--- src/rtl/mipsCore_consts.svh ---
`ifndef MIPS_CORE_CONSTS_SVH
`define MIPS_CORE_CONSTS_SVH

// First instruction fetched after reset
`define RESET_VECTOR 32'hBFC00000

// General purpose register file size
`define NUM_REGS 32

// Register observed at the top level (v0)
`define V0_INDEX 5'd2

// Register written by JAL
`define RA_INDEX 5'd31

`endif

--- src/rtl/mipsIsaPkg.sv ---
package mipsIsaPkg;

	// Instruction field widths
	typedef logic [4:0] shamt_t;
	typedef logic [15:0] imm16_t;
	typedef logic [25:0] instrIndex_t;

	// Primary opcodes, bits 31:26
	typedef enum logic [5:0] {
		OP_SPECIAL = 6'h00,
		OP_J       = 6'h02,
		OP_JAL     = 6'h03,
		OP_BEQ     = 6'h04,
		OP_BNE     = 6'h05,
		OP_ADDIU   = 6'h09,
		OP_SLTIU   = 6'h0B,
		OP_ANDI    = 6'h0C,
		OP_ORI     = 6'h0D,
		OP_XORI    = 6'h0E,
		OP_LUI     = 6'h0F,
		OP_LW      = 6'h23,
		OP_SW      = 6'h2B
	} opcode_e;

	// Function codes of SPECIAL, bits 5:0
	typedef enum logic [5:0] {
		FN_SLL  = 6'h00,
		FN_SRL  = 6'h02,
		FN_JR   = 6'h08,
		FN_ADDU = 6'h21,
		FN_SUBU = 6'h23,
		FN_AND  = 6'h24,
		FN_OR   = 6'h25,
		FN_XOR  = 6'h26,
		FN_SLT  = 6'h2A,
		FN_SLTU = 6'h2B
	} funct_e;

endpackage

--- src/rtl/mipsCorePkg.sv ---
package mipsCorePkg;

	typedef logic [31:0] word_t;
	typedef logic [4:0] regIdx_t;

	typedef enum logic [3:0] {
		ALU_ADD  = 4'd0,
		ALU_SUB  = 4'd1,
		ALU_AND  = 4'd2,
		ALU_OR   = 4'd3,
		ALU_XOR  = 4'd4,
		ALU_SLT  = 4'd5,
		ALU_SLTU = 4'd6,
		ALU_SLL  = 4'd7,
		ALU_SRL  = 4'd8,
		ALU_LUI  = 4'd9
	} aluOp_e;

	// Per-instruction control word from the decoder
	typedef struct packed {
		aluOp_e aluOp;
		logic useImm;
		logic regWrite;
		regIdx_t writeReg;
		logic memRead;
		logic memWrite;
		logic branchEq;
		logic branchNe;
		logic jump;
		logic jumpReg;
		logic link;
		mipsIsaPkg::shamt_t shamt;
	} ctrl_t;

	typedef struct packed {
		word_t value;
		logic eq;
	} aluRes_t;

endpackage

--- src/rtl/registerFile.sv ---
`timescale 1ns/100ps
`include "mipsCore_consts.svh"

module registerFile (
	input logic clk,
	input logic reset,
	input logic writeEn,
	input mipsCorePkg::regIdx_t writeIdx,
	input mipsCorePkg::word_t writeData,
	input mipsCorePkg::regIdx_t readIdxA,
	input mipsCorePkg::regIdx_t readIdxB,
	output mipsCorePkg::word_t readDataA,
	output mipsCorePkg::word_t readDataB,
	output mipsCorePkg::word_t registerV0
);
	import mipsCorePkg::*;

	word_t regs [`NUM_REGS];

	always_ff @(posedge clk) begin
		if (reset) begin
			for (int i = 0; i < `NUM_REGS; i++) begin
				regs[i] <= '0;
			end
		end else if (writeEn && writeIdx != '0) begin
			regs[writeIdx] <= writeData;
		end
	end

	// $zero is hardwired on the read side
	assign readDataA = (readIdxA == '0) ? '0 : regs[readIdxA];
	assign readDataB = (readIdxB == '0) ? '0 : regs[readIdxB];

	assign registerV0 = regs[`V0_INDEX];

	// Enabled writes carry a known index and value
	assert property (@(posedge clk) disable iff (reset)
		writeEn |-> !$isunknown({writeIdx, writeData}))
		else $error("registerFile: write with an unknown index or value");

endmodule

--- config.mk ---
export PLATFORM = sky130hd
export DESIGN_NAME = registerFile
export DESIGN_NICKNAME = d
export VERILOG_FILES = /design/src/rtl/mipsIsaPkg.sv /design/src/rtl/mipsCorePkg.sv /design/src/rtl/registerFile.sv
export VERILOG_INCLUDE_DIRS = /design/src /design/src/rtl
export SDC_FILE = /design/constraint.sdc
export NUM_CORES = 2
export LEC_CHECK = 0
export BUFFER_PORTS_ARGS = -buffer_cell sky130_fd_sc_hd__buf_2
export CAP_MARGIN = 20
export CORE_UTILIZATION = 41
export CTS_CLUSTER_DIAMETER = 80
export CTS_CLUSTER_SIZE = 16
export DETAILED_ROUTE_END_ITERATION = 8
export PLACE_DENSITY = 0.55
export REMOVE_ABC_BUFFERS = 1
export SETUP_SLACK_MARGIN = 0.15
export SLEW_MARGIN = 5
export SYNTH_ARGS = -nofsm -noshare
export SYNTH_HDL_FRONTEND = slang
export SYNTH_SLANG_ARGS = --single-unit
--- constraint.sdc ---
create_clock -name clk -period 2.4 [get_ports clk]
set_input_delay 0 -clock clk [delete_from_list [all_inputs] [get_ports clk]]
set_output_delay 0 -clock clk [all_outputs]
set_load 0.02 [all_outputs]
Word level (Yosys, flattened, before mapping):

Memories as Yosys holds them, arrays and structs flattened.
Cells that the tools add are included.

* reductions and logical operators: 5
* mux-type cells: 10

Operators with widths (number)
* 2-to-1 mux 32 bit: 3
* OR reduction 32 bit: 1
* logical NOT 5 bit: 2
* 2-to-1 mux 1 bit: 6
* 2-to-1 mux 5 bit: 1
* nonzero test 5 bit: 1
* logical AND 1 bit: 1

* register bits: 0
* bits of input ports: 50
* memories kept: 1
* output and inout bits: 96
* logic and storage cells: 16
* RAM bits: 1024

Memory list
* regs: words 32, width 32, rd ports 3, clocked after Yosys merged registers in 0, wr ports 32, line registerFile.sv:18 `` word_t regs [`NUM_REGS]; ``

Depth between registers and ports, before layout:

* word-level depth: 7
* mapped depth: 9
* depth with buffers taken out: 4

Worst setup path before layout:

No wires, ideal clock.

* path kind: in2out
* start: input readIdxA[1]
* end: output readDataA[12]
* path slack: 0.543 ns
* data required time: 2.400 ns
* stages on the path: 9
* data arrival time: 1.857 ns
* buffers on the path: 5
* cell sequence: buf_2 > buf_6 > buf_6 > buf_4 > buf_2 > nor2_1 > a22oi_1 > a21oi_1 > nor4_1

* longest elaborated chain between the ends: 2
* elaborated cells on any way between the ends: 3
* classes of those cells: mux: 1; reduce/logical: 1; memory: 1

Ends and longest elaborated chain
* from (decl): line registerFile.sv:10 `input mipsCorePkg::regIdx_t readIdxA,`
* memory read (32 x 32 bit) / logical NOT 5 bit (equally long branches)
* 2-to-1 mux 32 bit *: line registerFile.sv:31 `assign readDataA = (readIdxA == '0) ? '0 : regs[readIdxA];`
* to (decl): line registerFile.sv:12 `output mipsCorePkg::word_t readDataA,`

Mark *: on every way between the ends. The rest lies on a longest branch, timed or not.

==> impl_results.md <==
* Top_reg_cell synth: edfxtp_1
* Overflow after GRT at 0
* Crit path kind: register to primary output
* Via Count at 35000
* MaxCap Viol Count at 0
* Setup violators final at 56
* Global-route wire length before repair at 276000 um
* Horiz. Die Dim at 365 um
* Maximum clock insertion buffer count at 3
* Post-Place Cell Area at 58800 um2
* Pwr Density at 634 nW/um2
* Biggest register: regs
* CP required at 2400 ps
* Setup TNS at -7790 ps
* Detailed-placement wirelength estimate at 124000 um
* Count of port buffers added during placement at 145
* 1st-pass router iterations at 5
* Vias in the first global route at 35800
* Fin crit period at 2650 ps
* Post-synthesis sequential area ratio at 0.569
* Root Driver: clkbuf_16
* Netlist cell types at 41
* Post-Syn Area at 54100 um2
* Largest registers: regs: 1024 flops
* Share of the synthesized area in the top cell type at 0.569
* Min-delay worst type: primary input to register
* Core Area at 130000 um2
* Htree depth at 3
* Startpoint types: register
* WL per Instance at 36.4 um
* FF+latch count, synth at 1024
* Dpl cells at 5324
* Status: complete, but fails checks
* Max reg flops at 1024
* Cell Rows at 132
* Antenna Nets Post-Route at 0
* Core Util, Final at 0.485
* GRT Total Usage at 0.299
* Clk sinks at 1024
* Worst Path Arrival at 2650 ps
* Maximum clock rate at 378 MHz
* Pwr Total at 40.0 mW
* Final setup margin at -247 ps
* Post-route DRC violation count at 0
* Share of cells above drive strength 1 at 0.344
* Most common cell after layout, fill and taps aside: edfxtp_1
* CP max FO at 2
* Top cells by area, synth: edfxtp_1 (57%), mux4_2 (20%), and2_1 (12%)
* Slew headroom at 0.513
* Fin area at 63100 um2
* CP Capture Type: primary output
* RSZ-0062 raised after global routing: yes
* VDD IR-drop max at 0.574 mV
* Period utilization at 1.10
* Die Y at 365 um
* Num CTS Buffers at 74
* Commonest cells after routing, fill and taps aside: edfxtp_1 (1024), and2_1 (994), mux4_2 (474), buf_4 (280), mux2i_1 (148)
* Final hold vios at 0
* Largest net degree at the start of global routing at 68
* Synth async-reset ratio at 0
* Synth warn at 0
* Final wirelength at 199000 um
* Initial Utilization at 0.416
* Full die area at 133000 um2
* P&R area growth vs syn at 16.6%
* Initial antenna violation count at 13
* Post-route insts no fill at 5476
* CTS tree: done
* Synthesized area per cell at 15.5 um2
* GPL Wtd Cong at 0.854
* Layout Nets at 3774
* Pleak at 21.8 nW
* Worst slew pin tran at 730 ps
* Fin. max-slew vios at 0
* Post-synth EDFFs at 1024
* Top cell type by total area after synthesis: edfxtp_1
* Failing checks: setup timing
* IO Pins at 146
* Average via count per standard cell at 6.40
* Synth Instances at 3492
* Iteration-0 DRC Markers at 4837
* Clk pin slew, worst setup/hold paths at 70 ps
## worst paths after layout
kind / from / end / cells past startpoint
worst max-delay path: regs[27][23]$_SDFFCE_PN0P_ / readDataA[23] / 5
worst min-delay path: writeData[9] / regs[14][9]$_SDFFCE_PN0P_ / 2
## metrics by stage
step | hold slack (ps) | setup WS (ps)
after floorplan | 112 | -1620
after detailed placement | 526 | -378
after CTS | 5.42 | -247
after global routing | 30.6 | -331
final | 13.0 | -247
after global placement | 508 | -369
## logic make-up after synthesis
logic type,after synthesis,synth area share
buf+inv,382,0.0311
mux,656,0.232
compound gates,257,0.0359
other cells,1,0.0000693
simple gates,1172,0.133
flops,1024,0.569
## repair_timing
action | in CTS | in global routing
hold buffers | 30 | 0
pin swaps | 86 | 22
setup endpoints to repair | 64 | 64
resized for setup | 247 | 79
buffers inserted | 24 | 12
endpoints found under the hold margin | 861 | 0
## per-layer routing
layer,track usage,vias to the layer above,share of wire
met3,0.0604,386,0.097
met2,0.488,2107,0.48
met1,0.398,18600,0.39
li1,-,13900,-
met4,0.0979,4,0.032
met5,0.00327,-,0.00014
## where the power goes
| group | internal (mW) | total, mW | switching (mW) |
|---|---|---|---|
| Sequential | 20.6 | 21.2 | 0.557 |
| Clock | 5.96 | 12.2 | 6.27 |
| Combinational | 2.88 | 6.54 | 3.66 |
| Total | 29.5 | 40.0 | 10.5 |
## critical path, stage by stage, from the launching register on
cell      delay [ps]
edfxtp_1         420
mux4_2           480
mux4_2           580
o22ai_1          240
nor3_1            90
buf_2            170
## cells in the mapped netlist (2+ instances only)
library cell / instances
a32o_1: 4
nand2b_1: 7
o221ai_1: 26
nor2b_1: 9
clkbuf_1: 274
a21oi_1: 13
and3_1: 3
nand3b_1: 5
buf_1: 13
nand2_1: 8
nor2_1: 37
nand3_1: 6
o211ai_1: 3
a221oi_1: 3
nor4_1: 5
mux4_2: 474
a22o_1: 51
and2_1: 995
a2111oi_0: 26
buf_4: 28
mux2i_1: 151
edfxtp_1: 1024
or3_1: 2
a22oi_1: 17
nor3_1: 54
or3b_2: 3
o22ai_1: 79
o211a_1: 3
or2_2: 33
buf_6: 10
mux2_2: 31
o21ai_0: 3
a211oi_1: 29
buf_2: 56
## cell type report
type	count	area, um2
Fill cell	11100	67100
Tap cell	1742	2180
Sequential cell	1024	30700
Clock inverter	2	23.8
Timing Repair Buffer	506	4670
Clock buffer	81	2030
Antenna cell	3	7.51
Inverter	1	3.75
Multi-Input combinational cell	2117	23400
(Power assumes the default switching activity.)
