<file path="src/rtl/mipsCore_consts.svh">
`ifndef MIPS_CORE_CONSTS_SVH
`define MIPS_CORE_CONSTS_SVH

// First instruction fetched after reset
`define RESET_VECTOR 32'hBFC00000

// General purpose register file size
`define NUM_REGS 32

// Register observed at the top level (v0)
`define V0_INDEX 5'd2

// Register written by JAL
`define RA_INDEX 5'd31

`endif

</file>
<file path="src/rtl/mipsIsaPkg.sv">
package mipsIsaPkg;

	// Instruction field widths
	typedef logic [4:0] shamt_t;
	typedef logic [15:0] imm16_t;
	typedef logic [25:0] instrIndex_t;

	// Primary opcodes, bits 31:26
	typedef enum logic [5:0] {
		OP_SPECIAL = 6'h00,
		OP_J       = 6'h02,
		OP_JAL     = 6'h03,
		OP_BEQ     = 6'h04,
		OP_BNE     = 6'h05,
		OP_ADDIU   = 6'h09,
		OP_SLTIU   = 6'h0B,
		OP_ANDI    = 6'h0C,
		OP_ORI     = 6'h0D,
		OP_XORI    = 6'h0E,
		OP_LUI     = 6'h0F,
		OP_LW      = 6'h23,
		OP_SW      = 6'h2B
	} opcode_e;

	// Function codes of SPECIAL, bits 5:0
	typedef enum logic [5:0] {
		FN_SLL  = 6'h00,
		FN_SRL  = 6'h02,
		FN_JR   = 6'h08,
		FN_ADDU = 6'h21,
		FN_SUBU = 6'h23,
		FN_AND  = 6'h24,
		FN_OR   = 6'h25,
		FN_XOR  = 6'h26,
		FN_SLT  = 6'h2A,
		FN_SLTU = 6'h2B
	} funct_e;

endpackage

</file>
<file path="src/rtl/mipsCorePkg.sv">
package mipsCorePkg;

	typedef logic [31:0] word_t;
	typedef logic [4:0] regIdx_t;

	typedef enum logic [3:0] {
		ALU_ADD  = 4'd0,
		ALU_SUB  = 4'd1,
		ALU_AND  = 4'd2,
		ALU_OR   = 4'd3,
		ALU_XOR  = 4'd4,
		ALU_SLT  = 4'd5,
		ALU_SLTU = 4'd6,
		ALU_SLL  = 4'd7,
		ALU_SRL  = 4'd8,
		ALU_LUI  = 4'd9
	} aluOp_e;

	// Per-instruction control word from the decoder
	typedef struct packed {
		aluOp_e aluOp;
		logic useImm;
		logic regWrite;
		regIdx_t writeReg;
		logic memRead;
		logic memWrite;
		logic branchEq;
		logic branchNe;
		logic jump;
		logic jumpReg;
		logic link;
		mipsIsaPkg::shamt_t shamt;
	} ctrl_t;

	typedef struct packed {
		word_t value;
		logic eq;
	} aluRes_t;

endpackage

</file>
<file path="src/rtl/aluUnit.sv">
`timescale 1ns/100ps

module aluUnit (
	input mipsCorePkg::ctrl_t ctrl,
	input mipsCorePkg::word_t rsData,
	input mipsCorePkg::word_t rtData,
	input mipsCorePkg::word_t immOperand,
	output mipsCorePkg::aluRes_t result
);
	import mipsCorePkg::*;

	word_t opB;
	logic lessSigned;
	logic lessUnsigned;

	// Second operand is the immediate for I-type and memory ops
	assign opB = ctrl.useImm ? immOperand : rtData;

	assign lessSigned = $signed(rsData) < $signed(opB);
	assign lessUnsigned = rsData < opB;

	always_comb begin
		case (ctrl.aluOp)
			ALU_ADD: result.value = rsData + opB;
			ALU_SUB: result.value = rsData - opB;
			ALU_AND: result.value = rsData & opB;
			ALU_OR: result.value = rsData | opB;
			ALU_XOR: result.value = rsData ^ opB;
			ALU_SLT: result.value = {31'b0, lessSigned};
			ALU_SLTU: result.value = {31'b0, lessUnsigned};
			// Shifts always act on rt
			ALU_SLL: result.value = rtData << ctrl.shamt;
			ALU_SRL: result.value = rtData >> ctrl.shamt;
			// Decoder has already moved the immediate to the upper half
			ALU_LUI: result.value = immOperand;
			default: result.value = '0;
		endcase
	end

	// Branch compare is always rs against rt
	assign result.eq = (rsData == rtData);

endmodule

</file>
<file path="config.mk">
export PLATFORM = sky130hd
export DESIGN_NAME = aluUnit
export DESIGN_NICKNAME = d
export VERILOG_FILES = /design/src/rtl/mipsCore_consts.svh /design/src/rtl/mipsIsaPkg.sv /design/src/rtl/mipsCorePkg.sv /design/src/rtl/aluUnit.sv
export SDC_FILE = /design/constraint.sdc
export NUM_CORES = 1
export LEC_CHECK = 0
export BUFFER_PORTS_ARGS = -buffer_cell sky130_fd_sc_hd__buf_2
export CAP_MARGIN = 15
export CELL_PAD_IN_SITES_DETAIL_PLACEMENT = 1
export CELL_PAD_IN_SITES_GLOBAL_PLACEMENT = 2
export CORE_MARGIN = 2
export CORE_UTILIZATION = 33
export DETAILED_ROUTE_END_ITERATION = 10
export PLACE_DENSITY_LB_ADDON = 0.1
export SYNTH_ARGS = -nofsm -noshare
export SYNTH_HDL_FRONTEND = slang
export SYNTH_SLANG_ARGS = --single-unit
</file>
<file path="constraint.sdc">
create_clock -name vclk -period 5.9
set_input_delay 0.59 -clock vclk [all_inputs]
set_output_delay 0.59 -clock vclk [all_outputs]
set_load 0.03 [all_outputs]
</file>
[After elaboration in Yosys (flattened, before gate mapping)]
Index checks and enable logic that the tools add are counted.
Word-level totals
  register bits: 0
  input port bits: 119
Cells by class
  add/subtract/negate cells: 2
  $lt $le $gt $ge: 2
  equality and inequality tests: 10
  shifts and indexed selects: 2
  multiplexer cells: 2
  bitwise gates (word level): 3
  reductions and logical operators: 1
Operators by type and width (count)
  $pmux W32 S10: 1
  $lt A32 B32 Y1: 2
  $add A32 B32 Y32: 1
  $and A32 B32 Y32: 1
  $eq A32 B32 Y1: 1
  $mux W32: 1
  $or A32 B32 Y32: 1
  $shl A32 B5 Y32: 1
  $shr A32 B5 Y32: 1
  $sub A32 B32 Y32: 1
  $xor A32 B32 Y32: 1
  $eq A4 B3 Y1 const B: 4
  $eq A4 B2 Y1 const B: 2
  $eq A4 B4 Y1 const B: 2
  $eq A4 B1 Y1 const B: 1
  $logic_not A4 Y1: 1

[Logic depth before layout (Yosys ltp)]
  word-level depth: 3
  depth in mapped cells: 17
  gate-level depth less buffers: 14

[Worst setup path before layout]
No wires, ideal clock.
  path kind: input-to-output
  start: in ctrl[18] (netlist bit)
  end: out result[1] (netlist bit)
  arrival: 4285 ps
  required time: 5310 ps
  slack: 1025 ps
  stages on the path: 17
  path buffers: 3
  path through: clkbuf_1 > buf_1 > mux2i_1 > inv_1 > ha_1 > inv_1 > fa_1 > nand2b_1 > a2111oi_1 > or4_1 > buf_6 > o22ai_4 > o21ai_2 > a21boi_2 > o221ai_2 > o211a_1 > o31ai_2
RTL lines
  start: declaration: line aluUnit.sv:4  | input mipsCorePkg::ctrl_t ctrl,
  end: declaration: line aluUnit.sv:8  | output mipsCorePkg::aluRes_t result

==> results.ini <==
[grt]
overflow=0
grt_pass1_vias=10906
grt_use_total_pct=32.55
antenna_found_initial=2
grt_max_degree=59
grt_pass1_wl_microns=70460

[worst_setup_path]
critPathSlowestCell=o41ai_4
critPathLaunch=ctrl[18]
slowest_delay_ns=0.51
cp.required_ns=5.31
critPathCapture=result[28]
cp.arrival_ns=4.77
crit_path_start_kind=primary input
crit_fanout=15
path_depth=14
worstPathCellList=buf_2 > buf_4 > mux2i_1 > ha_1 > nand2b_1 > a221oi_2 > a2111o_1 > a31oi_4 > o41ai_4 > a31o_2 > a21oi_1 > a221o_1 > a221o_1 > buf_2
cp_top_family=compound AO/OA/AOI/OAI gates
path_buf_inv=3
endpoint_kind=primary output
path_class=primary input to primary output

[finish]
seq_cells=0
nFillCells=3511
clkbuf_count=0
final_core_util_pct=37.32
final_nets=1609
seq_area_sq_um=0
drive_above_1_share_pct=17.80
area_delta_synth_final_pct=10.96

[die]
die_area_sq_um=28810
io_pins=152
die_w_microns=169.7
die_h_microns=169.7
start_util_pct=33.64
fp-row-count=60
core_sq_um=26950

[synth]
yosys.area.top_type=ha_1
synth_cells=1311
netlist_area_sq_um=9065
seq_area_frac_synth_pct=0
synthTopCellsByArea=ha_1 14%, mux2i_1 12%, a21oi_1 6.2%, o21ai_0 5.5%, nor2_1 5.1%
ys_types=87
synth_area_per_cell_sq_um=6.915
synthesis.nets=1530
yosys_warnings=0
synth.top_cell.area_share_pct=13.53

[detailed_routing]
routed_wl_microns=48080
post-route-drc-count=0
vias=11052
drtPass1Iterations=5
ant_nets=0
drt-wirelength-per-cell_microns=27.79
drtIter0Drc=1047
post_drt_via_cell_ratio=6.388

[sta]
finalMaxSlewViolations=0
holdWs_ns=1.662
finalCritPeriodShare_pct=90.79
rsz0062_at_grt=false
fmax_ghz=0.1867
min_period_ns=5.357
worst_slew_pin_slew_ns=1.154
finalSetupViolations=0
finalHoldViolations=0
fin_setup_tns_ns=0
max_slew_margin_pct=22.38
worst_slack_ns=0.5433

[clocking]
postCtsSetupBuffers=0
cts_resized=0
ctsHoldBuffers=0

[placement]
hpwl_microns=39660
place_ws_ns=0.5838
gp_congestion=0.9667
numPortBuffers=139

[power]
vdd_drop_max_mv=0.04861
design_power_total_mw=1.210
powerDensity_nw_per_um2=120.3
leakage_nw=4.556

[job]
maxCapViolCount=0

[worst_hold_path]
hold_path.class=primary input to primary output

[run_status]
status=finished, final reports clean

[per-stage QoR]
step	cell area [sq um]	cells
6_report	10060	1730
5_1_grt	10060	1729
4_1_cts	10060	1729
3_5_place_dp	10060	1729
3_3_place_gp	10060	1729
2_1_floorplan	9065	1311
[worst min-delay path by stage]
stage                  startpoint   endpoint  cells past startpoint
floorplan           immOperand[1]  result[2]                      2
global placement    immOperand[1]  result[2]                      4
detailed placement  immOperand[1]  result[2]                      4
CTS                 immOperand[1]  result[2]                      4
global route        immOperand[1]  result[2]                      4
finish              immOperand[1]  result[2]                      4
[kinds of logic (layout without fill, tap and decap cells)]
group,after synthesis,in the layout,synth area share [%]
and+or+nand+nor,350,350,17.76
xor gates and xnor gates,36,36,3.478
muxes,154,154,20.06
AOI/OAI and AO/OA,472,472,35.62
other,0,1,0
adders and majority gates,100,100,13.97
buffers and inverters,199,276,9.110
[layer usage]
| layer | GRT usage, % | part of all wire (%) | up-vias |
|---|---|---|---|
| met2 | 51.39 | 44 | 416 |
| li1 | - | - | 5045 |
| met4 | 8.398 | 3.0 | 2 |
| met5 | 0 | 0.021 | - |
| met3 | 7.136 | 8.2 | 74 |
| met1 | 44.72 | 45 | 5515 |
[placed cells by master (no fill, tap or decap), drive strengths merged, types with 3 or more instances in the layout]
| cell type | count |
|---|---|
| a2111oi | 3 |
| a211o | 5 |
| a211oi | 11 |
| a21o | 13 |
| a21oi | 114 |
| a221o | 12 |
| a221oi | 30 |
| a22oi | 30 |
| a31oi | 7 |
| a41oi | 3 |
| and2 | 4 |
| buf | 174 |
| ha | 98 |
| inv | 101 |
| mux2 | 25 |
| mux2i | 110 |
| mux4 | 19 |
| nand2 | 106 |
| nand2b | 26 |
| nand3 | 16 |
| nand3b | 3 |
| nand4 | 6 |
| nor2 | 123 |
| nor2b | 8 |
| nor3 | 22 |
| nor4 | 13 |
| nor4b | 3 |
| o2111ai | 7 |
| o211a | 3 |
| o211ai | 37 |
| o21a | 6 |
| o21ai | 109 |
| o21bai | 15 |
| o221ai | 14 |
| o22ai | 19 |
| o311ai | 3 |
| o31ai | 7 |
| o41ai | 5 |
| or3 | 11 |
| xor2 | 34 |
[worst min-delay path, cell delays in order]
cell and delay, ns:
buf_2 0.10, a221oi_1 0.08, nand3_1 0.09, buf_2 0.20
[layout make-up]
type / count / area (sq um) / area share (%)
Tap cell: 341 / 426.7 / 4.242
Multi-Input combinational cell: 1112 / 8285 / 82.37
Inverter: 102 / 382.9 / 3.806
Timing Repair Buffer: 174 / 960.9 / 9.553
Antenna cell: 1 / 2.502 / 0.02488
[where the power goes]
part | switching [mW] | internal, mW
combinational | 0.817 | 0.394
sequential | 0 | 0
clock | 0 | 0.00000000435
[cell usage after synthesis, types with 19 or more instances]
library cell / count
clkbuf_1: 53
mux4_2: 19
inv_1: 98
a22oi_1: 29
nor3_1: 21
nand2_1: 106
o21ai_0: 100
a21oi_1: 113
ha_1: 98
xor2_1: 34
nor2_1: 122
a221oi_1: 29
mux2i_1: 110
o211ai_1: 37
nand2b_1: 26
mux2_2: 22
Note: power is estimated with default switching activity, not from simulation.
