<file path="config.mk">
export PLATFORM = sky130hd
export DESIGN_NAME = nextPcUnit
export DESIGN_NICKNAME = d
export VERILOG_FILES = /design/src/rtl/mipsCore_consts.svh /design/src/rtl/mipsIsaPkg.sv /design/src/rtl/mipsCorePkg.sv /design/src/rtl/nextPcUnit.sv
export SDC_FILE = /design/constraint.sdc
export NUM_CORES = 1
export LEC_CHECK = 0
export ABC_AREA = 1
export BUFFER_PORTS_ARGS = -buffer_cell sky130_fd_sc_hd__buf_4
export CORE_ASPECT_RATIO = 0.5
export CORE_UTILIZATION = 47
export DETAILED_ROUTE_END_ITERATION = 10
export GPL_ROUTABILITY_DRIVEN = 0
export PLACE_DENSITY = 0.85
export SYNTH_ARGS = -nofsm -noshare
export SYNTH_HDL_FRONTEND = slang
export SYNTH_SLANG_ARGS = --single-unit
</file>
<file path="constraint.sdc">
create_clock -name vclk -period 3.3
set_input_delay 0.66 -clock vclk [all_inputs]
set_output_delay 0.66 -clock vclk [all_outputs]
set_load 0.05 [all_outputs]
</file>
<file path="src/rtl/mipsCore_consts.svh">
`ifndef MIPS_CORE_CONSTS_SVH
`define MIPS_CORE_CONSTS_SVH

// First instruction fetched after reset
`define RESET_VECTOR 32'hBFC00000

// General purpose register file size
`define NUM_REGS 32

// Register observed at the top level (v0)
`define V0_INDEX 5'd2

// Register written by JAL
`define RA_INDEX 5'd31

`endif

</file>
<file path="src/rtl/mipsIsaPkg.sv">
package mipsIsaPkg;

	// Instruction field widths
	typedef logic [4:0] shamt_t;
	typedef logic [15:0] imm16_t;
	typedef logic [25:0] instrIndex_t;

	// Primary opcodes, bits 31:26
	typedef enum logic [5:0] {
		OP_SPECIAL = 6'h00,
		OP_J       = 6'h02,
		OP_JAL     = 6'h03,
		OP_BEQ     = 6'h04,
		OP_BNE     = 6'h05,
		OP_ADDIU   = 6'h09,
		OP_SLTIU   = 6'h0B,
		OP_ANDI    = 6'h0C,
		OP_ORI     = 6'h0D,
		OP_XORI    = 6'h0E,
		OP_LUI     = 6'h0F,
		OP_LW      = 6'h23,
		OP_SW      = 6'h2B
	} opcode_e;

	// Function codes of SPECIAL, bits 5:0
	typedef enum logic [5:0] {
		FN_SLL  = 6'h00,
		FN_SRL  = 6'h02,
		FN_JR   = 6'h08,
		FN_ADDU = 6'h21,
		FN_SUBU = 6'h23,
		FN_AND  = 6'h24,
		FN_OR   = 6'h25,
		FN_XOR  = 6'h26,
		FN_SLT  = 6'h2A,
		FN_SLTU = 6'h2B
	} funct_e;

endpackage

</file>
<file path="src/rtl/mipsCorePkg.sv">
package mipsCorePkg;

	typedef logic [31:0] word_t;
	typedef logic [4:0] regIdx_t;

	typedef enum logic [3:0] {
		ALU_ADD  = 4'd0,
		ALU_SUB  = 4'd1,
		ALU_AND  = 4'd2,
		ALU_OR   = 4'd3,
		ALU_XOR  = 4'd4,
		ALU_SLT  = 4'd5,
		ALU_SLTU = 4'd6,
		ALU_SLL  = 4'd7,
		ALU_SRL  = 4'd8,
		ALU_LUI  = 4'd9
	} aluOp_e;

	// Per-instruction control word from the decoder
	typedef struct packed {
		aluOp_e aluOp;
		logic useImm;
		logic regWrite;
		regIdx_t writeReg;
		logic memRead;
		logic memWrite;
		logic branchEq;
		logic branchNe;
		logic jump;
		logic jumpReg;
		logic link;
		mipsIsaPkg::shamt_t shamt;
	} ctrl_t;

	typedef struct packed {
		word_t value;
		logic eq;
	} aluRes_t;

endpackage

</file>
<file path="src/rtl/nextPcUnit.sv">
`timescale 1ns/100ps

module nextPcUnit (
	input mipsCorePkg::ctrl_t ctrl,
	input mipsCorePkg::word_t pc,
	input mipsIsaPkg::instrIndex_t instrIndex,
	input mipsIsaPkg::imm16_t offset,
	input mipsCorePkg::word_t rsData,
	input logic eq,
	output mipsCorePkg::word_t nextPc,
	output mipsCorePkg::word_t returnAddr
);
	import mipsCorePkg::*;

	word_t pcPlus4;
	word_t branchTarget;
	word_t jumpTarget;
	logic branchTaken;

	assign pcPlus4 = pc + 32'd4;

	// Word offset relative to the following instruction
	assign branchTarget = pcPlus4 + {{14{offset[15]}}, offset, 2'b00};

	// Region bits come from PC+4
	assign jumpTarget = {pcPlus4[31:28], instrIndex, 2'b00};

	assign branchTaken = (ctrl.branchEq && eq) || (ctrl.branchNe && !eq);

	always_comb begin
		if (ctrl.jumpReg) begin
			nextPc = rsData;
		end else if (ctrl.jump) begin
			nextPc = jumpTarget;
		end else if (branchTaken) begin
			nextPc = branchTarget;
		end else begin
			nextPc = pcPlus4;
		end
	end

	// Link value keeps the MIPS PC+8 convention
	assign returnAddr = pc + 32'd8;

endmodule

</file>
==> results of run 1 <==
metal layers:
metal / track usage (%) / overflow
met1: 80.8 / 3
met2: 97.8 / 41
met3: 64.2 / 1
met4: 86.3 / 30
met5: 26.8 / 0
per-stage QoR:
stage | hold slack [ns] | instance area (µm²) | setup slack (ns)
4_1_cts | 1.59 | 9210 | -0.438
3_5_place_dp | 1.59 | 7720 | -0.730
3_3_place_gp | 1.58 | 7720 | -0.639
2_1_floorplan | 1.44 | 5200 | -0.275
timing repair:
| item | 4_1_cts |
|---|---|
| gates resized for setup | 305 |
| buffers inserted | 30 |
| pin swaps | 144 |
| hold endpoints to repair | 0 |
| setup endpoints to repair | 27 |
cell families after synthesis:
logic type,count (synthesis),share of synthesized area (%)
AND/OR/NAND/NOR,548,52.2
AO/OA/AOI/OAI,106,12.8
adder cells (fa/ha/maj),38,10.4
buffers and inverters,186,15.5
XOR/XNOR,46,9.18
==> impl_results.rst, run 1 <==
.. list-table::
   :header-rows: 1

   * - Metric
     - Value
   * - Result of the run
     - did not finish
   * - Exit stage
     - 5_1_grt
   * - First logged error message
     - [ERROR GRT-0116] Global routing finished with congestion. Check the congestion regions in the DRC Viewer.
   * - Number of unique standard cell types used by synthesis
     - 44
   * - Die height
     - between 70 and 80 µm
   * - Placed cells
     - between 1000 and 1500
   * - I/O pin count
     - approximately 190
   * - Area leader, netlist
     - sky130_fd_sc_hd__nand2_1
   * - Syn Inst Count
     - 924
   * - Overall routing resource usage
     - slightly above 80%
   * - Sequential element share of the synthesized area
     - 0%
   * - Number of port buffers
     - ~180
   * - Share of the synthesized area in the top cell type
     - between 20% and 30%
   * - Most common cell in the netlist
     - sky130_fd_sc_hd__nand2_1
   * - Largest cells by area after synthesis
     - sky130_fd_sc_hd__nand2_1 (27%), sky130_fd_sc_hd__inv_1 (13%), sky130_fd_sc_hd__ha_1 (10%)
   * - Initial Utilization
     - between 40% and 50%
   * - Total overflow reported by the global router
     - 75
   * - Global-route wire length before repair
     - around 63000 µm
   * - Yosys warning total
     - 0
   * - Largest net degree at the start of global routing
     - 27
   * - Post-CTS Hold Buffers
     - 0
   * - Synthesized area
     - around 0.0046 mm²
   * - Post-DP HPWL
     - 17700 µm
   * - Via count of the first global-routing pass
     - 11000
   * - Horizontal die dimension
     - between 100 and 150 µm
   * - Mean instance size in the synthesized netlist
     - about 5 µm²
   * - Standard-cell rows
     - 25
   * - Post-synthesis net count
     - 1092
   * - Synth cell count leaders
     - sky130_fd_sc_hd__nand2_1 (328), sky130_fd_sc_hd__inv_1 (162), sky130_fd_sc_hd__nor2_1 (87), sky130_fd_sc_hd__nand3_1 (71), sky130_fd_sc_hd__a21oi_1 (58)
==> inputs of run 2 (changes only) <==
--- a/config.mk
+++ b/config.mk
@@ -7,11 +7,10 @@
 export LEC_CHECK = 0
 export ABC_AREA = 1
 export BUFFER_PORTS_ARGS = -buffer_cell sky130_fd_sc_hd__buf_4
-export CORE_ASPECT_RATIO = 0.5
-export CORE_UTILIZATION = 47
+export CORE_UTILIZATION = 40
 export DETAILED_ROUTE_END_ITERATION = 10
 export GPL_ROUTABILITY_DRIVEN = 0
-export PLACE_DENSITY = 0.85
+export PLACE_DENSITY_LB_ADDON = 0.15
 export SYNTH_ARGS = -nofsm -noshare
 export SYNTH_HDL_FRONTEND = slang
 export SYNTH_SLANG_ARGS = --single-unit
==> constraint.sdc (replaced) <==
create_clock -name vclk -period 4.3
set_input_delay 0.86 -clock vclk [all_inputs]
set_output_delay 0.86 -clock vclk [all_outputs]
set_load 0.05 [all_outputs]
==> run 2 against run 1 <==
  * The flow now finishes, with violations (negative setup slack)
  * Area after synthesis is the same
  * Synthesized cell count is the same
==> impl_results.rst, run 2 <==
.. list-table::
   :header-rows: 1

   * - Metric
     - Value
   * - Area leader, netlist
     - sky130_fd_sc_hd__nand2_1 (unchanged)
   * - Transition time at the pin with the least slew margin
     - just over 0.7 ns
   * - Violated checks
     - negative setup slack
   * - Clock period minus worst slack
     - around 4.3 ns
   * - Share of total power consumed by net switching
     - about three fifths
   * - Sequential element share of the synthesized area
     - 0% (unchanged)
   * - Data arrival at the endpoint of the critical path
     - approximately 3.5 ns
   * - Top fanout value on the critical path
     - 5
   * - I/O pin count
     - 194 (unchanged)
   * - Ant. Diodes
     - 0
   * - Initial Utilization
     - 41.8% (was 48.7%)
   * - Number of port buffers
     - 175 (unchanged)
   * - Number of unique standard cell types used by synthesis
     - 44 (unchanged)
   * - Pre-antenna DRT Iters
     - 8
   * - Die height
     - 110 µm (was 72.2 µm)
   * - Critical path capture point type
     - primary output
   * - Unrepaired setup endpoints after global routing
     - true
   * - Worst endpoint required time
     - about 3.4 ns
   * - Setup slack of the critical path after layout
     - -0.0117 ns
   * - DRC violations left
     - 0
   * - Total overflow reported by the global router
     - 0
   * - Count of sequential standard cells
     - 0
   * - Critical Path Slowest Stage Cell
     - sky130_fd_sc_hd__o21ai_1
   * - Routed WL
     - between 20000 and 25000 µm
   * - Horizontal die dimension
     - 110 µm (was 142 µm)
   * - DRT antenna net count
     - 0
   * - Kind of launch point of the worst setup path
     - primary input
   * - Final period util
     - 100%
   * - Die footprint
     - about 0.012 mm²
   * - Wire per inst
     - between 15 and 20 µm
   * - First-iteration detailed-routing DRC count
     - about 420
   * - Fraction of final layout cells sized beyond drive strength 1
     - between 40% and 50%
   * - Category of cells accounting for the largest share of critical-path delay
     - simple AND/OR/NAND/NOR gates
   * - Post-DP HPWL
     - 15800 µm (was 17700 µm)
   * - Final setup violation count
     - 2
   * - Initial antenna violation count
     - 0
   * - Count of maximum capacitance violations
     - 0
   * - Placed Instance Area
     - 0.00712 mm² (was 0.00772 mm²)
   * - Endpoints failing hold
     - 0
   * - Synth cell count leaders
     - sky130_fd_sc_hd__nand2_1 (328), sky130_fd_sc_hd__inv_1 (162), sky130_fd_sc_hd__nor2_1 (87), sky130_fd_sc_hd__nand3_1 (71), sky130_fd_sc_hd__a21oi_1 (58) (unchanged)
   * - Final number of max-transition violations
     - 0
   * - Syn Inst Count
     - 924 (unchanged)
   * - Core Box Area
     - around 0.011 mm²
   * - Start point of the worst min-delay path
     - pc[0]
   * - Worst Hold Class
     - primary input to primary output
   * - Share of power burned in registers
     - 0%
   * - Most frequent cells in the layout
     - sky130_fd_sc_hd__buf_4 (285), sky130_fd_sc_hd__nand2_1 (244), sky130_fd_sc_hd__inv_1 (145), sky130_fd_sc_hd__nand2_2 (72)
   * - PD cells
     - 143 mW/mm²
   * - Mean instance size in the synthesized netlist
     - 5.01 µm² (unchanged)
   * - Max rail drop VDD
     - 106 µV
   * - Logic gate share of total power
     - 100.0%
   * - Post-detailed-route via-to-cell ratio
     - approximately 5.3
   * - Max Clk Rate
     - about 230 MHz
   * - Largest cells by area after synthesis
     - sky130_fd_sc_hd__nand2_1 (27%), sky130_fd_sc_hd__inv_1 (13%), sky130_fd_sc_hd__ha_1 (10%) (unchanged)
   * - Synthesized area
     - 0.00463 mm² (unchanged)
   * - Worst-case headroom to the max-slew limit
     - 52.5%
   * - Total number of vias
     - 7286
   * - Total non-filler cell area in the finished layout
     - ~0.0086 mm²
   * - Crit path from
     - pc[13]
   * - Synth-to-layout area growth
     - 84.9%
   * - Power dissipated by switching net loads
     - between 0.7 and 0.8 mW
   * - Largest net degree at the start of global routing
     - 23
   * - Static leakage power
     - roughly 4.6 nW
   * - Internal Dissipation
     - a little under 0.5 mW
   * - Global-route wire length before repair
     - 29800 µm
   * - Worst slack, placed
     - -0.244 ns (was -0.730 ns)
   * - Part of the power in the clock network
     - 0%
   * - Start-to-end type of the worst setup path
     - primary input to primary output
   * - PnR Total Power
     - roughly 1.2 mW
   * - Standard-cell rows
     - 38 (was 25)
   * - Reg area
     - 0 µm²
   * - Commonest non-fill, non-tap cell in the layout
     - sky130_fd_sc_hd__buf_4
   * - Number of clock buffers in the layout
     - 0
   * - Net count, final
     - roughly 1400
   * - Post-synthesis net count
     - 1092 (unchanged)
   * - Sum of buffers and inverters on the critical path
     - 6
   * - Share of the synthesized area in the top cell type
     - 26.6% (unchanged)
   * - Via count of the first global-routing pass
     - between 6000 and 7000
   * - Most common cell in the netlist
     - sky130_fd_sc_hd__nand2_1 (unchanged)
   * - Overall routing resource usage
     - a little under a third
   * - Sequence of cells on the critical path
     - buf_4 -> nand2_2 -> nor2_4 -> nand2_2 -> buf_4 -> o21ai_1 -> and2_4 -> ha_4 -> buf_4 -> nand2_1 -> nand2_1 -> inv_1 -> nand2_2 -> inv_2 -> nand2_2 -> a21oi_2 -> nand2_1 -> nand2_1 -> nand3_2 -> a21oi_2 -> buf_6
   * - Result of the run
     - finished with violations (was did not finish)
   * - Largest stage delay, worst path
     - 0.22 ns
   * - Yosys warning total
     - 0 (unchanged)
run 2: cell counts after synthesis:
No cell type changed its count.
run 2: path summary, 6_finish.rpt:
kind	depth (start not counted)	to	slack [ns]
setup / recovery	21	nextPc[29]	-0.01
hold / removal	2	returnAddr[0]	1.99
run 2: per-stage QoR:
| step | setup TNS (ns) | util (%) | instances | hold slack (ns) |
|---|---|---|---|---|
| after floorplan | -0.132 | - | 924 | 1.85 |
| after global placement | -3.05 | 64.2 | 1347 | 1.98 |
| after detailed placement | -3.55 | 64.2 | 1347 | 1.99 |
| after CTS | -0.0264 | 67.5 | 1348 | 1.99 |
| after global routing | -1.30 | 77.3 | 1365 | 2.00 |
| final | -0.0210 | 77.3 | 1365 | 1.99 |
run 2: what timing repair did:
action / in CTS / in global routing
endpoints found under the setup margin: 24 / 23
hold buffers: 0 / 0
setup buffers: 1 / 17
pin swaps: 13 / 109
resized for setup: 80 / 230
run 2: area by class of cell:
type / count / area (µm²)
Timing Repair Buffer: 319 / 2530
Inverter: 168 / 638
Tap cell: 140 / 175
Multi-Input combinational cell: 738 / 5220
Fill cell: 835 / 2510
run 2: logic make-up (layout without fill, tap and decap cells):
group,after synthesis,count (layout),share of synthesized area (%)
AND/OR/NAND/NOR,548,548,52.2
adder cells (fa/ha/maj),38,38,10.4
XOR/XNOR,46,46,9.18
buffers and inverters,186,487,15.5
AO/OA/AOI/OAI,106,106,12.8
run 2: layer usage:
metal  vias up  track usage [%]  wire length (µm)
li1       3493                -                 -
met1      3352             40.6              8490
met2       367             57.2             10800
met5         -                0                 0
met4         0             7.62               758
met3        74             1.72              1690
run 2: power by group through the flow:
stage | sequential (mW) | clock (mW) | combinational, mW
5_1_grt | 0 | 0 | 1.30
4_1_cts | 0 | 0 | 1.04
3_3_place_gp | 0 | 0 | 0.974
6_report | 0 | 0 | 1.22
3_5_place_dp | 0 | 0 | 0.983
2_1_floorplan | 0 | 0 | 0.590
No activity file was read; power rests on OpenSTA's default activity.
