===== config.mk =====
export PLATFORM = sky130hd
export DESIGN_NAME = commitStage
export DESIGN_NICKNAME = d
export VERILOG_FILES = /design/src/rtl/mipsIsaPkg.sv /design/src/rtl/mipsCorePkg.sv /design/src/rtl/commitStage.sv
export VERILOG_INCLUDE_DIRS = /design/src /design/src/rtl
export SDC_FILE = /design/constraint.sdc
export NUM_CORES = 1
export LEC_CHECK = 0
export BUFFER_PORTS_ARGS = -buffer_cell sky130_fd_sc_hd__buf_2
export CORE_AREA = 3 3 84 86
export DETAILED_ROUTE_END_ITERATION = 16
export DIE_AREA = 0 0 87 89
export PLACE_DENSITY_LB_ADDON = 0.15
export SLEW_MARGIN = 20
export SYNTH_ARGS = -nofsm -noshare
export SYNTH_HDL_FRONTEND = slang
export SYNTH_SLANG_ARGS = --single-unit

===== constraint.sdc =====
create_clock -name clk -period 2 [get_ports clk]
set_input_delay 0.3 -clock clk [delete_from_list [all_inputs] [get_ports clk]]
set_output_delay 0.3 -clock clk [all_outputs]
set_load 0.03 [all_outputs]

===== src/rtl/mipsCore_consts.svh =====
`ifndef MIPS_CORE_CONSTS_SVH
`define MIPS_CORE_CONSTS_SVH

// First instruction fetched after reset
`define RESET_VECTOR 32'hBFC00000

// General purpose register file size
`define NUM_REGS 32

// Register observed at the top level (v0)
`define V0_INDEX 5'd2

// Register written by JAL
`define RA_INDEX 5'd31

`endif


===== src/rtl/mipsIsaPkg.sv =====
package mipsIsaPkg;

	// Instruction field widths
	typedef logic [4:0] shamt_t;
	typedef logic [15:0] imm16_t;
	typedef logic [25:0] instrIndex_t;

	// Primary opcodes, bits 31:26
	typedef enum logic [5:0] {
		OP_SPECIAL = 6'h00,
		OP_J       = 6'h02,
		OP_JAL     = 6'h03,
		OP_BEQ     = 6'h04,
		OP_BNE     = 6'h05,
		OP_ADDIU   = 6'h09,
		OP_SLTIU   = 6'h0B,
		OP_ANDI    = 6'h0C,
		OP_ORI     = 6'h0D,
		OP_XORI    = 6'h0E,
		OP_LUI     = 6'h0F,
		OP_LW      = 6'h23,
		OP_SW      = 6'h2B
	} opcode_e;

	// Function codes of SPECIAL, bits 5:0
	typedef enum logic [5:0] {
		FN_SLL  = 6'h00,
		FN_SRL  = 6'h02,
		FN_JR   = 6'h08,
		FN_ADDU = 6'h21,
		FN_SUBU = 6'h23,
		FN_AND  = 6'h24,
		FN_OR   = 6'h25,
		FN_XOR  = 6'h26,
		FN_SLT  = 6'h2A,
		FN_SLTU = 6'h2B
	} funct_e;

endpackage


===== src/rtl/mipsCorePkg.sv =====
package mipsCorePkg;

	typedef logic [31:0] word_t;
	typedef logic [4:0] regIdx_t;

	typedef enum logic [3:0] {
		ALU_ADD  = 4'd0,
		ALU_SUB  = 4'd1,
		ALU_AND  = 4'd2,
		ALU_OR   = 4'd3,
		ALU_XOR  = 4'd4,
		ALU_SLT  = 4'd5,
		ALU_SLTU = 4'd6,
		ALU_SLL  = 4'd7,
		ALU_SRL  = 4'd8,
		ALU_LUI  = 4'd9
	} aluOp_e;

	// Per-instruction control word from the decoder
	typedef struct packed {
		aluOp_e aluOp;
		logic useImm;
		logic regWrite;
		regIdx_t writeReg;
		logic memRead;
		logic memWrite;
		logic branchEq;
		logic branchNe;
		logic jump;
		logic jumpReg;
		logic link;
		mipsIsaPkg::shamt_t shamt;
	} ctrl_t;

	typedef struct packed {
		word_t value;
		logic eq;
	} aluRes_t;

endpackage


===== src/rtl/commitStage.sv =====
`timescale 1ns/100ps
`include "mipsCore_consts.svh"

module commitStage (
	input logic clk,
	input logic reset,
	input logic clkEnable,
	input mipsCorePkg::ctrl_t ctrl,
	input mipsCorePkg::word_t nextPc,
	input mipsCorePkg::word_t aluResult,
	input mipsCorePkg::word_t memData,
	input mipsCorePkg::word_t returnAddr,
	output mipsCorePkg::word_t pc,
	output logic active,
	output logic writeEn,
	output mipsCorePkg::word_t writeData
);
	import mipsCorePkg::*;

	logic advance;

	// State only moves on enabled cycles of a running core
	assign advance = clkEnable && active;

	always_ff @(posedge clk) begin
		if (reset) begin
			pc <= `RESET_VECTOR;
			active <= 1'b1;
		end else if (advance) begin
			pc <= nextPc;
			// Jumping to address zero ends the program
			if (nextPc == '0) begin
				active <= 1'b0;
			end
		end
	end

	always_comb begin
		if (ctrl.memRead) begin
			writeData = memData;
		end else if (ctrl.link) begin
			writeData = returnAddr;
		end else begin
			writeData = aluResult;
		end
	end

	assign writeEn = ctrl.regWrite && advance;

	// A running core fetches only word-aligned addresses
	assert property (@(posedge clk) disable iff (reset) active |-> pc[1:0] == 2'b00)
		else $error("commitStage: PC %h is not word aligned", pc);

endmodule


After elaboration in Yosys (flattened, before gate mapping)
Index checks and enable logic that the tools add are counted.
{"block": "totals", "wordCells": 8, "reg_bits": 33, "out_inout_bits": 66}
{"block": "classes", "muxes": 2, "reduce_logical": 4}
{"operator": "two-way mux 32 bit", "count": 2}
{"operator": "zero test 32 bit", "count": 1}
{"operator": "logical AND 1 bit", "count": 2}
{"operator": "AND reduction 2 bit", "count": 1}

Depth between registers and ports, before layout
Gate-level depths: netlist of the first run.
{"block": "depth", "depth_word": 2, "mapped_depth": 5, "mapped_depth_nobuf": 3}

Worst setup path after synthesis of the first run
No wires, ideal clock.
{"block": "synth_timing", "path_type": "input -> output", "start": "input ctrl[5] (netlist bit)", "end": "output writeData[0]", "n_path_buf": 2, "slack_ns": 0.279, "cell_stages": 4, "t_required_ns": 1.700, "arrival_time_ns": 1.421, "path_cell_list": "buf_2 buf_4 mux2i_1 o21ai_0"}
{"block": "synth_via", "elab_chain_cells": 2}
{"item": "start, declared", "line_no": "commitStage.sv:8", "text": "input mipsCorePkg::ctrl_t ctrl,"}
{"item": "two-way mux 32 bit", "line_no": "commitStage.sv:41", "text": "end else if (ctrl.link) begin"}
{"item": "two-way mux 32 bit", "line_no": "commitStage.sv:39", "text": "if (ctrl.memRead) begin"}
{"item": "end, declared", "line_no": "commitStage.sv:16", "text": "output mipsCorePkg::word_t writeData"}
Every way passes these cells.

Worst setup path in the final report of the first run
{"block": "layout_timing", "start": "input ctrl[5] (netlist bit)", "end": "output writeData[7]"}
The elaborated chain is that of the path after synthesis.

==> impl_metrics.ini, run 1 <==
[flow_run]
maxCapViolCount = 0

[layout]
layout.cells.non_filler = 534
final_util_pct = 48.4
layout_commonest_cell = buf_2
nFillCells = 669
final_layout_size_suffix_gt1_share_pct = 48.1
layout_common_cells = 199 x buf_2, 97 x nand2_1, 33 x dfxtp_1
syn_to_final_growth_pct = 61.7
fin_nets = 610
diodes = 0

[placement]
portBuffers = 199
place.detailed.hpwl_um = 6090
dp.cells = 526
gp_congestion = 0.868
dp_slack_ns = 0.370

[yosys]
ys_types = 19
synth-seq-cells = 33
syn_avg_cell_area_um2 = 7.26
ys_seq_area_share_pct = 34.7
yosys_warnings = 0
synthesis.nets = 416
syn_area_mm2 = 0.00190
synth_cells = 262

[worst_setup_path]
startpoint_type = primary input
arrival_ns = 1.30
end_kind = primary output
cp_max_fo = 14
rr_worst_depth = 3
worstSetupPathType = in2out
crit_required_ns = 1.70

[clock_tree]
clk_path_buf_depth = 2
cts-root-buf = clkbuf_8
cts_tree = built
h-tree-depth = 2
cts.reportedPaths.clkPinSlew_ns = 0.07
clkLatencyLatePin_ns = 0.28
post_cts_buffers = 0
holdBufCountCts = 0
numCtsBuffers = 5
clock_sinks = 33
cts_resized = 0

[sta]
slew_violations = 0
clock-skew-final_ns = 0.00715
maxSlewHeadroom_pct = 68.4
rsz0062_at_grt = false
whs_ns = 0.251
fmax_mhz = 624
min_period_ns = 1.60
postLayoutSetupSlackWorst_ns = 0.398
setup_viol = 0
fin_setup_tns_ns = 0
tightest_slew_ns = 0.474
period_share_pct = 80.1
finalHoldViolCount = 0

[detailed_routing]
drc_errors = 0
wl_per_cell_um = 13.8
ant_nets = 0
firstDrtPassIters = 6
drt_iter0_drc = 99
vias = 2500
vias_per_cell = 4.68
routed_wl_um = 7380

[grt]
antenna_found_initial = 0
grt_pass1_wl_um = 11000
grt_overflow = 0
grt_usage_pct = 18.0
grt_max_degree = 34
grt_pass1_vias = 2268

[floorplan]
ios = 220
die_h_um = 89
die_x_um = 87
dieArea_mm2 = 0.00774
initial_utilization_pct = 30.0
core_mm2 = 0.00635
fp-row-count = 29

[worst_hold_path]
hold_class = in2reg
hold_path_depth = 3

[power]
peakVddDrop_mv = 0.403
power_density_mw_per_mm2 = 605
p_leak_nw = 1.67

[run_status]
status = completed
[layout make-up]
cell class,count,area (um2),area share [%]
timing repair buffer,208,1090,35.4
multi-input combinational,208,1140,37.2
tap,77,96.3,3.13
sequential,33,661,21.5
clock inverter,3,17.5,0.570
clock buffer,5,68.8,2.24
[cell families after synthesis]
| logic type | Yosys count | synth area share (%) |
|---|---|---|
| compound gates | 56 | 15.0 |
| simple gates | 120 | 28.3 |
| mux | 32 | 16.8 |
| buf+inv | 21 | 5.13 |
| flops | 33 | 34.7 |
[registers in the layout, summed over array words and instances, names as in the netlist]
register  count
active        1
pc           32
[path summary, 6_finish.rpt]
kind | from | endpoint | slack [ns]
max | ctrl[5] | writeData[7] | 0.40
min | nextPc[25] | pc[25] | 0.25
max reg2reg | active | active | 0.57
min reg2reg | pc[4] | pc[4] | 0.45
[routing by layer]
| metal | vias up | track usage (%) | share of wire, % |
|---|---|---|---|
| met3 | 10 | 4.88 | 10 |
| met2 | 119 | 32.9 | 49 |
| met5 | - | 0 | 0 |
| met1 | 1098 | 20.3 | 38 |
| li1 | 1273 | - | - |
| met4 | 0 | 5.81 | 1.9 |
[through the flow]
| step | total power, mW | instance area, um2 |
|---|---|---|
| 6_report | 1.86 | 3080 |
| 5_1_grt | 1.97 | 3080 |
| 4_1_cts | 1.88 | 3080 |
| 3_5_place_dp | 1.39 | 2990 |
| 3_3_place_gp | 1.38 | 2990 |
| 2_1_floorplan | 1.11 | 1900 |
[synthesized netlist by cell type]
library cell,count,area (um2)
nand2_1,97,364
dfxtp_1,33,661
mux2i_1,32,320
o21ai_0,32,160
a21oi_1,23,115
clkbuf_1,9,33.8
nand3b_1,9,67.6
buf_2,6,30.0
nor4_2,4,50.1
buf_1,3,11.3
buf_4,3,22.5
nor4_1,3,18.8
nand3_1,2,10.0
and2_1,1,6.26
and3_1,1,6.26
nand4_1,1,6.26
nor2_1,1,3.75
nor3_1,1,5.00
o32a_1,1,10.0
[worst max-delay path: stages]
cell and delay, ns:
buf_2 0.20, buf_4 0.30, mux2i_1 0.10, o21ai_0 0.15, buf_2 0.24
[where the power goes]
group	total, mW	internal [mW]	switching, mW
Clock	0.494	0.240	0.254
Combinational	0.655	0.248	0.406
Sequential	0.713	0.696	0.0173
Total	1.86	1.18	0.677
(Power assumes the default switching activity.)
==> inputs of run 2 (changes only) <==
--- a/config.mk
+++ b/config.mk
@@ -7,9 +7,9 @@
 export NUM_CORES = 1
 export LEC_CHECK = 0
 export BUFFER_PORTS_ARGS = -buffer_cell sky130_fd_sc_hd__buf_2
-export CORE_AREA = 3 3 84 86
+export CORE_MARGIN = 3
+export CORE_UTILIZATION = 30
 export DETAILED_ROUTE_END_ITERATION = 16
-export DIE_AREA = 0 0 87 89
 export PLACE_DENSITY_LB_ADDON = 0.15
 export SLEW_MARGIN = 20
 export SYNTH_ARGS = -nofsm -noshare
==> constraint.sdc (replaced) <==
create_clock -name clk -period 1.3 [get_ports clk]
set_input_delay 0.195 -clock clk [delete_from_list [all_inputs] [get_ports clk]]
set_output_delay 0.195 -clock clk [all_outputs]
set_load 0.03 [all_outputs]
==> run 2 against run 1 <==
  * Sequential cell count unchanged
  * Register-to-register slack worse by 0.33 ns
  * Power up 69%
  * Clock skew about the same
  * Critical path type unchanged
  * Critical endpoint is now writeData[31]
  * Largest cell class unchanged
==> impl_metrics.ini, run 2 (same netlist as run 1, synthesis figures left out) <==
[clock_tree]
clkLatencyLatePin_ns = 0.28
cts-root-buf = clkbuf_8
cts.reportedPaths.clkPinSlew_ns = 0.07
clock_sinks = 33
cts_tree = built
holdBufCountCts = 0
numCtsBuffers = 5
clk_path_buf_depth = 2
h-tree-depth = 2

[detailed_routing]
drc_errors = 0
vias = 2521
wl_per_cell_um = 14.4
drt_iter0_drc = 82
vias_per_cell = 4.73
ant_nets = 0
firstDrtPassIters = 4
routed_wl_um = 7670

[power]
p_leak_nw = 1.70
peakVddDrop_mv = 0.617
power_density_mw_per_mm2 = 993

[floorplan]
dieArea_mm2 = 0.00733
core_mm2 = 0.00603
die_h_um = 85.6
fp-row-count = 28
initial_utilization_pct = 31.6
ios = 220
die_x_um = 85.6

[placement]
portBuffers = 199
gp_congestion = 0.892
place.detailed.hpwl_um = 6250
placed_area_mm2 = 0.00305

[worst_hold_path]
hold_class = in2reg

[layout]
regMostFlops = pc
final_layout_size_suffix_gt1_share_pct = 48.7
largest_reg_flops = 32
diodes = 0
syn_to_final_growth_pct = 66.5
final_util_pct = 52.6
layout_common_cells = 195 x buf_2, 97 x nand2_1, 32 x dfxtp_1
fin_area_mm2 = 0.00317
layout_commonest_cell = buf_2
top_regs = pc: 32 flops, active: 1 flops
fin_nets = 611

[worst_setup_path]
end_kind = primary output
startpoint_type = primary input
critPathSlowestCell = buf_2
worstSetupPathType = in2out
path_cells = buf_4 -> buf_12 -> buf_4 -> mux2i_1 -> o21ai_1 -> buf_2
cp_max_fo = 13
arrival_ns = 1.05
crit_required_ns = 1.11
cpPeakStageDelay_ns = 0.22
crit_top_cell = buf_4

[sta]
finalHoldViolCount = 0
slew_violations = 0
period_share_pct = 95.9
clock-skew-final_ns = 0.00729
min_period_ns = 1.25
rsz0062_at_grt = false
setup_viol = 0
maxSlewHeadroom_pct = 78.6
fin_setup_tns_ns = 0
tightest_slew_ns = 0.322
fmax_mhz = 802
whs_ns = 0.154

[flow_run]
maxCapViolCount = 0

[run_status]
status = completed

[grt]
grt_max_degree = 37
antenna_found_initial = 0
grt_pass1_wl_um = 11600
grt_overflow = 0
grt_pass1_vias = 2365
grt_usage_pct = 19.9
## run 2: changes by cell type in the layout (fill, tap and decap cells not counted), moves of 2 or more
cell      before  now
o21ai_1        0   31
buf_12         2    5
clkbuf_4       0    2
clkinv_2       2    0
o21ai_0       32    0
buf_2        199  195
## run 2: report_power, final
group          switching (mW)  internal (mW)  leakage [nW]  total [mW]
registers              0.0270           1.07         0.272        1.10
logic                   0.645          0.411          1.37        1.06
clock network           0.366          0.625        0.0585       0.990
## run 2: timing repair
item                       in CTS  in global routing
setup endpoints to repair       0                 11
setup buffers                   0                  1
resized for setup               0                  8
## run 2: final timing paths
path         startpoint             to  slack [ns]  cells past startpoint
max             ctrl[5]  writeData[31]        0.05                      6
min          nextPc[27]         pc[27]        0.15                      3
max reg2reg      active         pc[30]        0.24                      4
min reg2reg      pc[12]         pc[12]        0.45                      2
## run 2: cell type report
| class | count | area [um2] |
|---|---|---|
| clock buffers | 7 | 86.3 |
| multi-input cells | 208 | 1150 |
| flip-flops and latches | 33 | 662 |
| fillers | 632 | 2860 |
| clock inverters | 1 | 30.0 |
| well taps | 75 | 93.8 |
| repair buffers | 209 | 1140 |
## run 2: stage by stage
step                power, mW  std cells  setup WS, ns
global route             3.31        533       0.00952
finish                   3.14        533        0.0532
global placement         2.16        525        0.0302
detailed placement       2.18        525        0.0338
CTS                      3.18        533        0.0266
floorplan                1.72        262        0.0150
## run 2: layer usage
layer | vias up | GRT usage (%) | routed length, um
li1 | 1278 | - | -
met1 | 1129 | 23.5 | 3130
met2 | 107 | 34.5 | 3690
met3 | 7 | 6.82 | 776
met4 | 0 | 5.04 | 70
met5 | - | 0 | 0
## run 2: worst max-delay path: cells and delay by family
kind	cells	cell delay (ns)
compound gates	1	0.11
mux	1	0.10
buf+inv	4	0.64
==> inputs of run 3 (changes only) <==
--- a/config.mk
+++ b/config.mk
@@ -6,7 +6,7 @@
 export SDC_FILE = /design/constraint.sdc
 export NUM_CORES = 1
 export LEC_CHECK = 0
-export BUFFER_PORTS_ARGS = -buffer_cell sky130_fd_sc_hd__buf_2
+export BUFFER_PORTS_ARGS = -buffer_cell sky130_fd_sc_hd__clkbuf_2
 export CORE_MARGIN = 3
 export CORE_UTILIZATION = 30
 export DETAILED_ROUTE_END_ITERATION = 16
==> run 3 against run 2 <==
  * Clock power fell by 24%
  * Clock-buffer cell count down 2
  * Clock skew is 0.00068 ns lower
  * Largest power group unchanged
  * Critical path type unchanged
  * Largest cell class unchanged
==> impl_metrics.ini, run 3 (same netlist as run 1, synthesis figures left out) <==
[sta]
finalHoldViolCount = 0
fmax_mhz = 781
setup_viol = 0
postLayoutSetupSlackWorst_ns = 0.0189
clock-skew-final_ns = 0.00661
fin_setup_tns_ns = 0
tightest_slew_ns = 0.331
slew_violations = 0
rsz0062_at_grt = true
whs_ns = 0.144
maxSlewHeadroom_pct = 77.7
period_share_pct = 98.5
min_period_ns = 1.28

[detailed_routing]
ant_nets = 0
vias = 2514
drc_errors = 0
wl_per_cell_um = 14.1
routed_wl_um = 7540
drt_iter0_drc = 70
firstDrtPassIters = 5
vias_per_cell = 4.71

[clock_tree]
clk_path_buf_depth = 2
numCtsBuffers = 5
cts.reportedPaths.clkPinSlew_ns = 0.07
clock_sinks = 33
clkLatencyLatePin_ns = 0.28
h-tree-depth = 2
post_cts_buffers = 0
cts_tree = built
cts-root-buf = clkbuf_8

[worst_setup_path]
crit_required_ns = 1.11
startpoint_type = primary input
critPathSlowestCell = buf_2
cpPeakStageDelay_ns = 0.25
cp_max_fo = 13
cp_top_family = buffers and inverters
end_kind = primary output
path_cells = clkbuf_2 -> buf_12 -> mux2i_1 -> o21ai_1 -> buf_2
arrival_ns = 1.09
worstSetupPathType = in2out
path_buf_inv = 3

[floorplan]
initial_utilization_pct = 31.6
core_mm2 = 0.00603
fp-row-count = 28
dieArea_mm2 = 0.00733
die_h_um = 85.6
die_x_um = 85.6
ios = 220

[layout]
top_regs = pc: 32 flops, active: 1 flops
largest_reg_flops = 32
diodes = 0
layout_common_cells = 195 x clkbuf_2, 97 x nand2_1, 32 x dfxtp_1
layout_commonest_cell = clkbuf_2
final_layout_size_suffix_gt1_share_pct = 49.2
fin_nets = 612
syn_to_final_growth_pct = 65.5
multi_input_area_mm2 = 0.00115
regArea_um2 = 662
nFillCells = 643
fin_area_mm2 = 0.00315
layout.cells.non_filler = 534
regMostFlops = pc
final_util_pct = 52.2

[power]
p_leak_nw = 1.72
power_density_mw_per_mm2 = 925
total_power_mw = 2.91
peakVddDrop_mv = 0.778

[placement]
dp.cells = 526
portBuffers = 199
gp_congestion = 0.909
dp_slack_ns = 0.00457
place.detailed.hpwl_um = 6240
placed_area_mm2 = 0.00304

[grt]
grt_usage_pct = 20.1
antenna_found_initial = 0
grt_max_degree = 37
grt_pass1_vias = 2359
grt_overflow = 0
grt_pass1_wl_um = 11800

[run_status]
status = completed

[worst_hold_path]
hold_class = in2reg

[flow_run]
maxCapViolCount = 0
==> run 3: tightest hold or removal path: cells and delay by family <==
family | cells | cell delay [ns]
buffers and inverters | 1 | 0.09
AO/OA/AOI/OAI | 1 | 0.05
AND/OR/NAND/NOR | 1 | 0.05
==> run 3: repair_timing <==
item | CTS | global route
hold buffers | 0 | 0
gates resized for setup | 0 | 10
endpoints found under the setup margin | 0 | 7
hold endpoints to repair | 0 | 0
==> run 3: final timing paths <==
kind | startpoint | slack (ns) | depth (start not counted) | to
worst min register to register | pc[6] | 0.45 | 2 | pc[6]
worst max-delay path | ctrl[5] | 0.02 | 5 | writeData[8]
worst max register to register | active | 0.22 | 4 | pc[18]
worst min-delay path | nextPc[5] | 0.14 | 3 | pc[5]
==> run 3: area by class of cell <==
cell class	instances	share of cell area, %
multi-input combinational	208	36.7
timing repair buffer	210	36.5
sequential	33	21.0
clock inverter	3	0.557
tap	75	2.98
clock buffer	5	2.19
==> run 3: power by group <==
part	internal [mW]	total, mW	leakage, nW	switching, mW
combinational	0.409	1.06	1.40	0.647
clock	0.369	0.753	0.0439	0.384
sequential	1.07	1.10	0.272	0.0291
total	1.85	2.91	1.72	1.06
==> run 3: routing by layer <==
metal	global-route usage (%)	wire length, um	share of wire, %	vias up
li1	-	-	-	1278
met1	23.9	3030	40	1095
met2	33.1	3460	46	129
met3	7.88	854	11	12
met4	7.05	190	2.5	0
met5	0	0	0	-
